$ cat config.mk
export PLATFORM = sky130hd
export DESIGN_NAME = noc_wb_bridge_top
export DESIGN_NICKNAME = d
export VERILOG_FILES = /design/src/source/noc_types_pkg.sv /design/src/source/noc_map_pkg.sv /design/src/source/noc_flit_fifo.sv /design/src/source/noc_wb_bridge_top.sv /design/src/source/noc_wb_master_adapter.sv /design/src/source/noc_wb_slave_adapter.sv
export SDC_FILE = /design/constraint.sdc
export NUM_CORES = 1
export LEC_CHECK = 0
export BUFFER_PORTS_ARGS = -buffer_cell sky130_fd_sc_hd__buf_2
export CAP_MARGIN = 20
export CORE_ASPECT_RATIO = 1.25
export CORE_UTILIZATION = 31
export DETAILED_ROUTE_END_ITERATION = 16
export HOLD_SLACK_MARGIN = 0.08
export PLACE_DENSITY = 0.55
export SETUP_SLACK_MARGIN = 0.5
export SYNTH_ARGS = -nofsm -noshare
export SYNTH_HDL_FRONTEND = slang
export SYNTH_HIERARCHICAL = 1
export SYNTH_SLANG_ARGS = --single-unit
$ cat constraint.sdc
create_clock -name i_clk -period 4.8 [get_ports i_clk]
set_input_delay 0.96 -clock i_clk [delete_from_list [all_inputs] [get_ports i_clk]]
set_output_delay 0.96 -clock i_clk [all_outputs]
set_load 0.05 [all_outputs]
$ cat src/source/noc_types_pkg.sv
`default_nettype none

package noc_types_pkg;

  // ~~~~~~~~~~~~~~~~~~~~~~~~~~~~~~
  // bus and location widths.
  // ~~~~~~~~~~~~~~~~~~~~~~~~~~~~~~
  typedef logic [31:0] noc_addr_t;
  typedef logic [31:0] noc_data_t;
  typedef logic [3:0]  noc_sel_t;
  typedef logic [1:0]  noc_id_x_t;
  typedef logic [1:0]  noc_id_y_t;

  // ~~~~~~~~~~~~~~~~~~~~~~~~~~~~~~
  // flit layouts.
  // ~~~~~~~~~~~~~~~~~~~~~~~~~~~~~~
  localparam int REQ_FLIT_WIDTH = 73;
  localparam int RSP_FLIT_WIDTH = 33;

  typedef logic [REQ_FLIT_WIDTH-1:0] noc_req_flit_t;
  typedef logic [RSP_FLIT_WIDTH-1:0] noc_rsp_flit_t;

  // request: {we, sel, dst_x, dst_y, addr, wdata}.
  localparam int REQ_DATA_LSB  = 0;
  localparam int REQ_DATA_MSB  = 31;
  localparam int REQ_ADDR_LSB  = 32;
  localparam int REQ_ADDR_MSB  = 63;
  localparam int REQ_DST_Y_LSB = 64;
  localparam int REQ_DST_Y_MSB = 65;
  localparam int REQ_DST_X_LSB = 66;
  localparam int REQ_DST_X_MSB = 67;
  localparam int REQ_SEL_LSB   = 68;
  localparam int REQ_SEL_MSB   = 71;
  localparam int REQ_WE_BIT    = 72;

  // response: {err, rdata}.
  localparam int RSP_DATA_LSB = 0;
  localparam int RSP_DATA_MSB = 31;
  localparam int RSP_ERR_BIT  = 32;

  typedef enum logic [1:0] {
    SLAVE_IDLE,
    SLAVE_SEND,
    SLAVE_WAIT_RSP,
    SLAVE_DONE
  } slave_state_e;

  typedef enum logic [1:0] {
    MASTER_IDLE,
    MASTER_BUS,
    MASTER_REPLY
  } master_state_e;

endpackage

`default_nettype wire

$ cat src/source/noc_map_pkg.sv
`default_nettype none

package noc_map_pkg;

  import noc_types_pkg::*;

  // region index sits in the top two address bits.
  localparam int REGION_MSB = 30;

  typedef logic [1:0] noc_region_t;

  localparam noc_region_t REGION0 = 2'd0;
  localparam noc_region_t REGION1 = 2'd1;
  localparam noc_region_t REGION2 = 2'd2;

  // ~~~~~~~~~~~~~~~~~~~~~~~~~~~~~~
  // endpoint locations.
  // ~~~~~~~~~~~~~~~~~~~~~~~~~~~~~~
  localparam noc_id_x_t REGION0_ID_X = 2'd1;
  localparam noc_id_y_t REGION0_ID_Y = 2'd0;

  localparam noc_id_x_t REGION1_ID_X = 2'd0;
  localparam noc_id_y_t REGION1_ID_Y = 2'd1;

  localparam noc_id_x_t REGION2_ID_X = 2'd2;
  localparam noc_id_y_t REGION2_ID_Y = 2'd1;

  // region 3 has no endpoint.

endpackage

`default_nettype wire

$ cat src/source/noc_flit_fifo.sv
`timescale 1ns/1ps
`default_nettype none

module noc_flit_fifo #(
  parameter int WIDTH      = 8,
  parameter int FIFO_DEPTH = 4
)(
  input  logic             i_clk,
  input  logic             i_rst_n,
  input  logic             i_valid,
  input  logic [WIDTH-1:0] i_data,
  output logic             o_ready,
  output logic             o_valid,
  output logic [WIDTH-1:0] o_data,
  input  logic             i_ready
);

  localparam int               PTR_W      = $clog2(FIFO_DEPTH);
  localparam logic [PTR_W:0]   FULL_COUNT = (PTR_W + 1)'(FIFO_DEPTH);

  logic [WIDTH-1:0] mem [FIFO_DEPTH];
  logic [PTR_W-1:0] wr_ptr;
  logic [PTR_W-1:0] rd_ptr;
  logic [PTR_W:0]   count;
  logic             push;
  logic             pop;

  assign o_ready = (count != FULL_COUNT);
  assign o_valid = (count != '0);
  assign o_data  = mem[rd_ptr];

  assign push = i_valid && o_ready;
  assign pop  = o_valid && i_ready;

  // ~~~~~~~~~~~~~~~~~~~~~~~~~~~~~~
  // pointers and occupancy.
  // ~~~~~~~~~~~~~~~~~~~~~~~~~~~~~~
  always_ff @(posedge i_clk or negedge i_rst_n) begin
    if (!i_rst_n) begin
      wr_ptr <= '0;
      rd_ptr <= '0;
      count  <= '0;
    end else begin
      if (push) begin
        wr_ptr <= wr_ptr + 1'b1;
      end
      if (pop) begin
        rd_ptr <= rd_ptr + 1'b1;
      end
      // depth is a power of two so pointers wrap on their own.
      case ({push, pop})
        2'b10:   count <= count + 1'b1;
        2'b01:   count <= count - 1'b1;
        default: count <= count;
      endcase
    end
  end

  always_ff @(posedge i_clk) begin
    if (push) begin
      mem[wr_ptr] <= i_data;
    end
  end

endmodule

`default_nettype wire

$ cat src/source/noc_wb_bridge_top.sv
`timescale 1ns/1ps
`default_nettype none

module noc_wb_bridge_top
  import noc_types_pkg::*, noc_map_pkg::*;
#(
  parameter int        FIFO_DEPTH = 4,
  parameter noc_id_x_t LOCAL_ID_X = REGION0_ID_X,
  parameter noc_id_y_t LOCAL_ID_Y = REGION0_ID_Y
)(
  input  logic      i_clk,
  input  logic      i_rst_n,
  input  logic      i_s_cyc,
  input  logic      i_s_stb,
  input  logic      i_s_we,
  input  noc_addr_t i_s_adr,
  input  noc_sel_t  i_s_sel,
  input  noc_data_t i_s_dat,
  output noc_data_t o_s_dat,
  output logic      o_s_ack,
  output logic      o_s_err,
  output logic      o_m_cyc,
  output logic      o_m_stb,
  output logic      o_m_we,
  output noc_addr_t o_m_adr,
  output noc_sel_t  o_m_sel,
  output noc_data_t o_m_dat,
  input  noc_data_t i_m_dat,
  input  logic      i_m_ack
);

  // ~~~~~~~~~~~~~~~~~~~~~~~~~~~~~~
  // request and response links.
  // ~~~~~~~~~~~~~~~~~~~~~~~~~~~~~~
  logic          sa_req_valid;
  noc_req_flit_t sa_req_flit;
  logic          sa_req_ready;
  logic          ma_req_valid;
  noc_req_flit_t ma_req_flit;
  logic          ma_req_ready;
  logic          ma_rsp_valid;
  noc_rsp_flit_t ma_rsp_flit;
  logic          ma_rsp_ready;
  logic          sa_rsp_valid;
  noc_rsp_flit_t sa_rsp_flit;
  logic          sa_rsp_ready;

  noc_wb_slave_adapter u_slave_adapter (
    .i_clk       (i_clk        ),
    .i_rst_n     (i_rst_n      ),
    .i_s_cyc     (i_s_cyc      ),
    .i_s_stb     (i_s_stb      ),
    .i_s_we      (i_s_we       ),
    .i_s_adr     (i_s_adr      ),
    .i_s_sel     (i_s_sel      ),
    .i_s_dat     (i_s_dat      ),
    .o_s_dat     (o_s_dat      ),
    .o_s_ack     (o_s_ack      ),
    .o_s_err     (o_s_err      ),
    .o_req_valid (sa_req_valid ),
    .o_req_flit  (sa_req_flit  ),
    .i_req_ready (sa_req_ready ),
    .i_rsp_valid (sa_rsp_valid ),
    .i_rsp_flit  (sa_rsp_flit  ),
    .o_rsp_ready (sa_rsp_ready )
  );

  noc_flit_fifo #(
    .WIDTH      (REQ_FLIT_WIDTH ),
    .FIFO_DEPTH (FIFO_DEPTH     )
  ) u_req_fifo (
    .i_clk   (i_clk        ),
    .i_rst_n (i_rst_n      ),
    .i_valid (sa_req_valid ),
    .i_data  (sa_req_flit  ),
    .o_ready (sa_req_ready ),
    .o_valid (ma_req_valid ),
    .o_data  (ma_req_flit  ),
    .i_ready (ma_req_ready )
  );

  noc_flit_fifo #(
    .WIDTH      (RSP_FLIT_WIDTH ),
    .FIFO_DEPTH (FIFO_DEPTH     )
  ) u_rsp_fifo (
    .i_clk   (i_clk        ),
    .i_rst_n (i_rst_n      ),
    .i_valid (ma_rsp_valid ),
    .i_data  (ma_rsp_flit  ),
    .o_ready (ma_rsp_ready ),
    .o_valid (sa_rsp_valid ),
    .o_data  (sa_rsp_flit  ),
    .i_ready (sa_rsp_ready )
  );

  noc_wb_master_adapter #(
    .LOCAL_ID_X (LOCAL_ID_X ),
    .LOCAL_ID_Y (LOCAL_ID_Y )
  ) u_master_adapter (
    .i_clk       (i_clk        ),
    .i_rst_n     (i_rst_n      ),
    .i_req_valid (ma_req_valid ),
    .i_req_flit  (ma_req_flit  ),
    .o_req_ready (ma_req_ready ),
    .o_rsp_valid (ma_rsp_valid ),
    .o_rsp_flit  (ma_rsp_flit  ),
    .i_rsp_ready (ma_rsp_ready ),
    .o_m_cyc     (o_m_cyc      ),
    .o_m_stb     (o_m_stb      ),
    .o_m_we      (o_m_we       ),
    .o_m_adr     (o_m_adr      ),
    .o_m_sel     (o_m_sel      ),
    .o_m_dat     (o_m_dat      ),
    .i_m_dat     (i_m_dat      ),
    .i_m_ack     (i_m_ack      )
  );

endmodule

`default_nettype wire

$ cat src/source/noc_wb_master_adapter.sv
`timescale 1ns/1ps
`default_nettype none

module noc_wb_master_adapter
  import noc_types_pkg::*;
#(
  parameter noc_id_x_t LOCAL_ID_X = 2'd1,
  parameter noc_id_y_t LOCAL_ID_Y = 2'd0
)(
  input  logic          i_clk,
  input  logic          i_rst_n,
  input  logic          i_req_valid,
  input  noc_req_flit_t i_req_flit,
  output logic          o_req_ready,
  output logic          o_rsp_valid,
  output noc_rsp_flit_t o_rsp_flit,
  input  logic          i_rsp_ready,
  output logic          o_m_cyc,
  output logic          o_m_stb,
  output logic          o_m_we,
  output noc_addr_t     o_m_adr,
  output noc_sel_t      o_m_sel,
  output noc_data_t     o_m_dat,
  input  noc_data_t     i_m_dat,
  input  logic          i_m_ack
);

  master_state_e state;
  logic          req_take;
  logic          dst_match;
  logic          bus_done;
  noc_req_flit_t req_q;
  logic          rsp_err_q;
  noc_data_t     rsp_data_q;

  assign req_take  = (state == MASTER_IDLE) && i_req_valid;
  assign bus_done  = (state == MASTER_BUS) && i_m_ack;
  assign dst_match = (i_req_flit[REQ_DST_X_MSB:REQ_DST_X_LSB] == LOCAL_ID_X) &&
                     (i_req_flit[REQ_DST_Y_MSB:REQ_DST_Y_LSB] == LOCAL_ID_Y);

  // ~~~~~~~~~~~~~~~~~~~~~~~~~~~~~~
  // control.
  // ~~~~~~~~~~~~~~~~~~~~~~~~~~~~~~
  always_ff @(posedge i_clk or negedge i_rst_n) begin
    if (!i_rst_n) begin
      state <= MASTER_IDLE;
    end else begin
      case (state)
        MASTER_IDLE: begin
          if (req_take) begin
            // wrong destination skips the bus and replies with err.
            state <= dst_match ? MASTER_BUS : MASTER_REPLY;
          end
        end
        MASTER_BUS: begin
          if (i_m_ack) begin
            state <= MASTER_REPLY;
          end
        end
        MASTER_REPLY: begin
          if (i_rsp_ready) begin
            state <= MASTER_IDLE;
          end
        end
        default: state <= MASTER_IDLE;
      endcase
    end
  end

  always_ff @(posedge i_clk) begin
    if (req_take) begin
      req_q      <= i_req_flit;
      rsp_err_q  <= !dst_match;
      rsp_data_q <= '0;
    end else if (bus_done) begin
      rsp_data_q <= i_m_dat;
    end
  end

  // target bus, driven straight from the held flit.
  assign o_m_cyc = (state == MASTER_BUS);
  assign o_m_stb = (state == MASTER_BUS);
  assign o_m_we  = req_q[REQ_WE_BIT];
  assign o_m_sel = req_q[REQ_SEL_MSB:REQ_SEL_LSB];
  assign o_m_adr = req_q[REQ_ADDR_MSB:REQ_ADDR_LSB];
  assign o_m_dat = req_q[REQ_DATA_MSB:REQ_DATA_LSB];

  assign o_req_ready = (state == MASTER_IDLE);
  assign o_rsp_valid = (state == MASTER_REPLY);

  always_comb begin
    o_rsp_flit                            = '0;
    o_rsp_flit[RSP_ERR_BIT]               = rsp_err_q;
    o_rsp_flit[RSP_DATA_MSB:RSP_DATA_LSB] = rsp_data_q;
  end

endmodule

`default_nettype wire

$ cat src/source/noc_wb_slave_adapter.sv
`timescale 1ns/1ps
`default_nettype none

module noc_wb_slave_adapter
  import noc_types_pkg::*, noc_map_pkg::*;
(
  input  logic          i_clk,
  input  logic          i_rst_n,
  input  logic          i_s_cyc,
  input  logic          i_s_stb,
  input  logic          i_s_we,
  input  noc_addr_t     i_s_adr,
  input  noc_sel_t      i_s_sel,
  input  noc_data_t     i_s_dat,
  output noc_data_t     o_s_dat,
  output logic          o_s_ack,
  output logic          o_s_err,
  output logic          o_req_valid,
  output noc_req_flit_t o_req_flit,
  input  logic          i_req_ready,
  input  logic          i_rsp_valid,
  input  noc_rsp_flit_t i_rsp_flit,
  output logic          o_rsp_ready
);

  slave_state_e  state;
  noc_region_t   region;
  noc_id_x_t     dst_x;
  noc_id_y_t     dst_y;
  logic          unmapped;
  logic          req_take;
  logic          rsp_take;
  logic          err_q;
  noc_data_t     rdata_q;
  noc_req_flit_t req_flit_q;

  // ~~~~~~~~~~~~~~~~~~~~~~~~~~~~~~
  // address decode.
  // ~~~~~~~~~~~~~~~~~~~~~~~~~~~~~~
  assign region = i_s_adr[REGION_MSB +: 2];

  always_comb begin
    dst_x    = '0;
    dst_y    = '0;
    unmapped = 1'b0;
    case (region)
      REGION0: begin
        dst_x = REGION0_ID_X;
        dst_y = REGION0_ID_Y;
      end
      REGION1: begin
        dst_x = REGION1_ID_X;
        dst_y = REGION1_ID_Y;
      end
      REGION2: begin
        dst_x = REGION2_ID_X;
        dst_y = REGION2_ID_Y;
      end
      default: unmapped = 1'b1;
    endcase
  end

  assign req_take = (state == SLAVE_IDLE) && i_s_cyc && i_s_stb;
  assign rsp_take = (state == SLAVE_WAIT_RSP) && i_rsp_valid;

  // ~~~~~~~~~~~~~~~~~~~~~~~~~~~~~~
  // control.
  // ~~~~~~~~~~~~~~~~~~~~~~~~~~~~~~
  always_ff @(posedge i_clk or negedge i_rst_n) begin
    if (!i_rst_n) begin
      state <= SLAVE_IDLE;
      err_q <= 1'b0;
    end else begin
      case (state)
        SLAVE_IDLE: begin
          if (req_take) begin
            // unmapped region is answered here, no flit goes out.
            err_q <= unmapped;
            state <= unmapped ? SLAVE_DONE : SLAVE_SEND;
          end
        end
        SLAVE_SEND: begin
          if (i_req_ready) begin
            state <= SLAVE_WAIT_RSP;
          end
        end
        SLAVE_WAIT_RSP: begin
          if (rsp_take) begin
            err_q <= i_rsp_flit[RSP_ERR_BIT];
            state <= SLAVE_DONE;
          end
        end
        default: state <= SLAVE_IDLE;
      endcase
    end
  end

  // flit and read data.
  always_ff @(posedge i_clk) begin
    if (req_take) begin
      req_flit_q[REQ_WE_BIT]                  <= i_s_we;
      req_flit_q[REQ_SEL_MSB:REQ_SEL_LSB]     <= i_s_sel;
      req_flit_q[REQ_DST_X_MSB:REQ_DST_X_LSB] <= dst_x;
      req_flit_q[REQ_DST_Y_MSB:REQ_DST_Y_LSB] <= dst_y;
      req_flit_q[REQ_ADDR_MSB:REQ_ADDR_LSB]   <= i_s_adr;
      req_flit_q[REQ_DATA_MSB:REQ_DATA_LSB]   <= i_s_dat;
      rdata_q                                 <= '0;
    end else if (rsp_take) begin
      rdata_q <= i_rsp_flit[RSP_DATA_MSB:RSP_DATA_LSB];
    end
  end

  assign o_req_valid = (state == SLAVE_SEND);
  assign o_req_flit  = req_flit_q;
  assign o_rsp_ready = (state == SLAVE_WAIT_RSP);

  assign o_s_ack = (state == SLAVE_DONE) && !err_q;
  assign o_s_err = (state == SLAVE_DONE) && err_q;
  assign o_s_dat = rdata_q;

endmodule

`default_nettype wire
# [After elaboration in Yosys (flattened, before gate mapping)]
# Memories as Yosys holds them, arrays and structs flattened.
# Cells that the tools add are included.
[totals] ff_bits=230 ram_bits=424 input_bits=106 memories=2
[mem_list] memory="u_req_fifo.mem" words=4 width=73 read_ports=1 rd_ports_with_merged_regs=0 write_ports=1 line_no="noc_flit_fifo.sv:21" source="logic [WIDTH-1:0] mem [FIFO_DEPTH];"
[mem_list] memory="u_rsp_fifo.mem" words=4 width=33 read_ports=1 rd_ports_with_merged_regs=0 write_ports=1 line_no="noc_flit_fifo.sv:21"
[classes] n_addsub=8 n_eq_ne=20 mux=22 n_reduce_logical=26
[op_table] op="two-way mux 2 bit" count=8
[op_table] op="equality test 2 x 1 -> 1 bit (second input constant)" count=6
[op_table] op="equality test 2 bit (second input constant)" count=6
[op_table] op="case mux 2 bit (3 select lines)" count=2
[op_table] op="case mux 3 bit (2 select lines)" count=2
[op_table] op="logical AND 1 bit" count=10
[op_table] op="AND reduction 3 bit" count=3
[op_table] op="adder 2 x 1 -> 2 bit (second input constant)" count=4
[op_table] op="logical NOT 2 bit" count=4
[op_table] op="two-way mux 1 bit" count=8
[op_table] op="!= test 2 bit (second input constant)" count=4
[op_table] op="adder 3 x 1 -> 3 bit (second input constant)" count=2
[op_table] op="!= test 3 bit (second input constant)" count=2
[op_table] op="nonzero test 2 bit" count=3
[op_table] op="nonzero test 3 bit" count=2
[op_table] op="subtractor 3 x 1 -> 3 bit (second input constant)" count=2
[op_table] op="!= test 2 x 1 -> 1 bit (second input constant)" count=2
[op_table] op="case mux 2 bit (2 select lines)" count=1
[op_table] op="OR reduction 3 bit" count=1
[op_table] op="logical NOT 1 bit" count=2
[op_table] op="case mux 1 bit (2 select lines)" count=1
[op_table] op="OR reduction 2 bit" count=1

# [Depth between registers and ports, before layout]
# An unclocked memory read counts as a cell.
[depth] depth_word=6 depth_mapped=10

# [Modules after synthesis]
# Netlist, hierarchy kept.
[by_module_without_submodules] mod="noc_flit_fifo (u_req_fifo)" instances=1 cells_per_inst=418 area_each_um2=10966.8 seq_area_each_um2=8943.6
[by_module_without_submodules] mod="noc_flit_fifo (u_rsp_fifo)" instances=1 cells_per_inst=210 area_each_um2=5182.5 seq_area_each_um2=4139.0
[by_module_without_submodules] mod="noc_wb_master_adapter" instances=1 cells_per_inst=264 area_each_um2=3935.0 seq_area_each_um2=2792.7
[by_module_without_submodules] mod="noc_wb_slave_adapter" instances=1 cells_per_inst=246 area_each_um2=3583.4 seq_area_each_um2=2877.8

# [Worst setup path after synthesis]
# OpenSTA, ideal clock, no wires.
[synth_path] path_kind="register to register" from="reg u_master_adapter.state[0]" to="reg u_master_adapter.state[1]" setup_time_ps=79 arrival_time_ps=3804 required_time_ps=4721 setup_slack_ps=917 stages_incl_launch_ff=4 synth_period_minus_slack_ps=3883 path_cell_list="dfrtp_1 buf_2 nor3b_2 a221o_1"
[synth_between] elab_chain_cells=4 word_cells_on_any_way=9
[synth_rtl] item="from (decl)" line_no="noc_wb_master_adapter.sv:28" source="master_state_e state;"
[synth_rtl] item="from (signal assigned)" line_no="noc_wb_master_adapter.sv:52" source="state <= dst_match ? MASTER_BUS : MASTER_REPLY;"
[synth_rtl] item="logical NOT 2 bit" line_no="noc_wb_master_adapter.sv:36" source="assign req_take = (state == MASTER_IDLE) && i_req_valid;"
[synth_rtl] item="logical AND 1 bit" line_no="noc_wb_master_adapter.sv:36"
[synth_rtl] item="via u_master_adapter.req_take" line_no="noc_wb_master_adapter.sv:29" source="logic req_take;"
[synth_rtl] item="!= test 2 bit (no source line)"
[synth_rtl] item="AND reduction 3 bit (no source line)"
# The timed path passes the listed nets, and every way through them passes these cells.
# A chain may end at the register's enable or synchronous reset.

# [Worst setup path after layout]
[layout_path] from="reg u_master_adapter.state[0]" to="out o_m_cyc"
[layout_between] elab_chain_cells=1
[layout_rtl] item="equality test 2 x 1 -> 1 bit" line_no="noc_wb_master_adapter.sv:81" source="assign o_m_cyc = (state == MASTER_BUS);"
[layout_rtl] item="to (decl)" line_no="noc_wb_bridge_top.sv:22" source="output logic o_m_cyc,"
# Every way passes these cells.

==> flow_metrics.env <==
export IMPL_p_leak_nw=9.62
export IMPL_synthToLayoutAreaGrowth_pct=18.6
export IMPL_cts_buffer_depth=3
export IMPL_initial_core_util=0.315
export IMPL_r2r_cells=4
export IMPL_rsz0062_at_grt="false"
export IMPL_async_flop_share=0.0293
export IMPL_power_frac_seq=0.440
export IMPL_via_per_inst=4.60
export IMPL_nets=1505
export IMPL_cp_end_kind="output pin"
export IMPL_power_density_nw_per_um2=702
export IMPL_post_route_util=0.374
export IMPL_start_kind="register"
export IMPL_wl_per_cell_microns=20.6
export IMPL_dieWidth_microns=249
export IMPL_slew_headroom=0.347
export IMPL_dr_max_layer_used="met5"
export IMPL_cts_setup_buffers=0
export IMPL_final_common_cell="edfxtp_1"
export IMPL_ys_ff_latch=649
export IMPL_dp_slack_ns=1.97
export IMPL_grt_max_degree=70
export IMPL_worstPathRequired_ns=3.84
export IMPL_synth_area_leaders="edfxtp_1 72%, mux4_2 10%, dfxtp_1 5.4%, dfrtp_1 2.0%, o211ai_2 1.6%"
export IMPL_intPower_w=0.0130
export IMPL_worst_clock_skew_ns=0.0161
export IMPL_met3_length_mm=2.28
export IMPL_drt_iter0_drc=503
export IMPL_stdcell_area_sq_um=28100
export IMPL_fin_crit_sh=0.632
export IMPL_antenna_found_initial=3
export IMPL_syn_nets=1263
export IMPL_seqCellArea_sq_um=18800
export IMPL_dr_pass1_iters=4
export IMPL_grt_use_total=0.129
export IMPL_hp_class="input pin to async pin"
export IMPL_finalSetupViolations=0
export IMPL_yosysTopAreaCell="edfxtp_1"
export IMPL_cts_root_buffer="clkbuf_16"
export IMPL_clockPowerShare=0.272
export IMPL_switching_power_w=0.00673
export IMPL_wl_met1_mm=21.1
export IMPL_worstMarginPinSlew_ns=0.979
export IMPL_cp_slowest_stage_delay_ns=0.41
export IMPL_r2r_slack_ns=2.22
export IMPL_arrival_ns=2.07
export IMPL_reg2reg_to="u_master_adapter/state[1]"
export IMPL_min_period_ns=3.03
export IMPL_postSynthCellCount=1138
export IMPL_maxCapViolCount=0
export IMPL_grt_overflow=0
export IMPL_n_fill_cell=6912
export IMPL_post_cts_resized=0
export IMPL_avgSynthCellArea_sq_um=20.8
export IMPL_cts_buffers=70
export IMPL_setup_tns_ns=0
export IMPL_max_freq_ghz=0.330
export IMPL_synth_seq_area_share=0.792
export IMPL_h_tree_depth=3
export IMPL_diodes=0
export IMPL_yosysUniqueCellTypes=46
export IMPL_drive_gt1_frac=0.343
export IMPL_gp_congestion=0.694
export IMPL_clock_latency_ns=0.60
export IMPL_dr_wl_met2_mm=25.1
export IMPL_dpl_hpwl_mm=29.0
export IMPL_crit_fanout=38
export IMPL_coreArea_sq_um=75100
export IMPL_switching_share=0.342
export IMPL_finalMaxSlewViolations=0
export IMPL_synth_edff_count=566
export IMPL_synth_area_sq_um=23700
export IMPL_ir_drop_v=0.000405
export IMPL_cp_slowest_cell="buf_4"
export IMPL_yosys_area_top_type_share=0.718
export IMPL_dpl_cell_area_sq_um=25700
export IMPL_vias=11041
export IMPL_synth_flop_cell="edfxtp_1"
export IMPL_clock_sink_count=649
export IMPL_reg2reg_from="u_req_fifo/rd_ptr[0]"
export IMPL_multi_input_area_sq_um=4390
export IMPL_cts_tree="done"
export IMPL_ant_nets=0
export IMPL_critPathTopFamily="buffers and inverters"
export IMPL_port_buffers=210
export IMPL_path_cells="buf_4, nor2b_1, buf_2"
export IMPL_die_area_sq_um=77500
export IMPL_die_h_microns=311
export IMPL_num_rows=112
export IMPL_postRouteWirelength_mm=49.5
export IMPL_worstSetupPathType="register to output pin"
export IMPL_combPwrFrac=0.288
export IMPL_cts_reportedPaths_clkPinSlew_ns=0.06
export IMPL_final_cell_mix="566 x edfxtp_1, 210 x buf_2, 106 x mux4_2"
export IMPL_grt_pass1_wl_mm=75.3
export IMPL_ctsHoldBuffers=0
export IMPL_yosysWarnings=6
export IMPL_grt_pass1_vias=12068
export IMPL_cp_num_buf_inv=2
export IMPL_pin_count=211
export IMPL_drc=0
export IMPL_hold_viol=0
export IMPL_status="finished clean"
export IMPL_layout_setup_ws_ns=1.77
==> cell usage after synthesis, drive strengths merged, types with 2 or more instances <==
| library cell | number |
|---|---|
| nor2 | 5 |
| xor2 | 6 |
| o211ai | 32 |
| mux2i | 2 |
| and3 | 9 |
| or3b | 3 |
| and2 | 3 |
| dfxtp | 64 |
| nor3 | 2 |
| dfrtp | 19 |
| mux2 | 5 |
| edfxtp | 566 |
| inv | 51 |
| xnor2 | 6 |
| a21oi | 33 |
| or3 | 2 |
| nand2 | 100 |
| fa | 2 |
| o31a | 2 |
| nand4b | 32 |
| clkbuf | 8 |
| buf | 49 |
| nor2b | 5 |
| ha | 17 |
| mux4 | 106 |
==> cell type report <==
cell class                      count  share of cell area
Clock buffer                       84              0.0657
Clock inverter                     41              0.0161
Inverter                           51             0.00682
Multi-Input combinational cell    381               0.157
Sequential cell                   649               0.669
Tap cell                          969              0.0432
Timing Repair Buffer              227              0.0429
==> registers in the layout (all words and copies together), names as in the netlist, 3 cells and up <==
register / flops
u_req_fifo/mem: 292
u_rsp_fifo/mem: 132
u_slave_adapter/o_req_flit: 72
u_master_adapter/req_q: 69
u_master_adapter/rsp_data_q: 32
u_slave_adapter/o_s_dat: 32
u_req_fifo/count: 3
u_rsp_fifo/count: 3
==> cells by family after synthesis <==
family | after synthesis | synth area share
xor gates and xnor gates | 12 | 0.00444
other | 1 | 0.000158
adders and majority gates | 19 | 0.0107
DFF | 649 | 0.792
AOI/OAI and AO/OA | 71 | 0.0265
buffers and inverters | 108 | 0.0233
and+or+nand+nor | 165 | 0.0381
muxes | 113 | 0.105
==> metal layers <==
layer	vias up	GRT usage
met5	-	0
met4	4	0.0407
met3	71	0.0257
met2	267	0.224
met1	5728	0.162
li1	4971	-
==> worst max path at each step <==
stage / startpoint / to / slack (ns) / cells past startpoint
global placement: u_master_adapter/state[1] / u_rsp_fifo/mem[1][10] / 2.05 / 2
CTS: u_master_adapter/state[1] / o_m_stb / 1.52 / 2
floorplan: u_master_adapter/state[0] / u_master_adapter/state[1] / 0.92 / 3
detailed placement: u_master_adapter/state[1] / u_rsp_fifo/mem[2][9] / 1.97 / 2
finish: u_master_adapter/state[0] / o_m_cyc / 1.77 / 3
global route: u_master_adapter/state[0] / o_m_stb / 1.67 / 3
==> metrics by stage <==
step,hold WS (ns),total power (W),std cells
after detailed placement,0.443,0.0146,2276
final,0.327,0.0197,2402
after global placement,0.442,0.0145,2276
after CTS,0.302,0.0201,2401
after floorplan,0.459,0.0130,1138
after global routing,0.337,0.0207,2402
==> power by group through the flow <==
stage	Sequential [W]	Clock, W	Combinational (W)
after floorplan	0.00997	0	0.00300
after global placement	0.00881	0	0.00568
after detailed placement	0.00888	0	0.00575
after CTS	0.00877	0.00552	0.00576
after global routing	0.00884	0.00573	0.00609
final	0.00866	0.00535	0.00568
No activity file was read; power rests on OpenSTA's default activity.
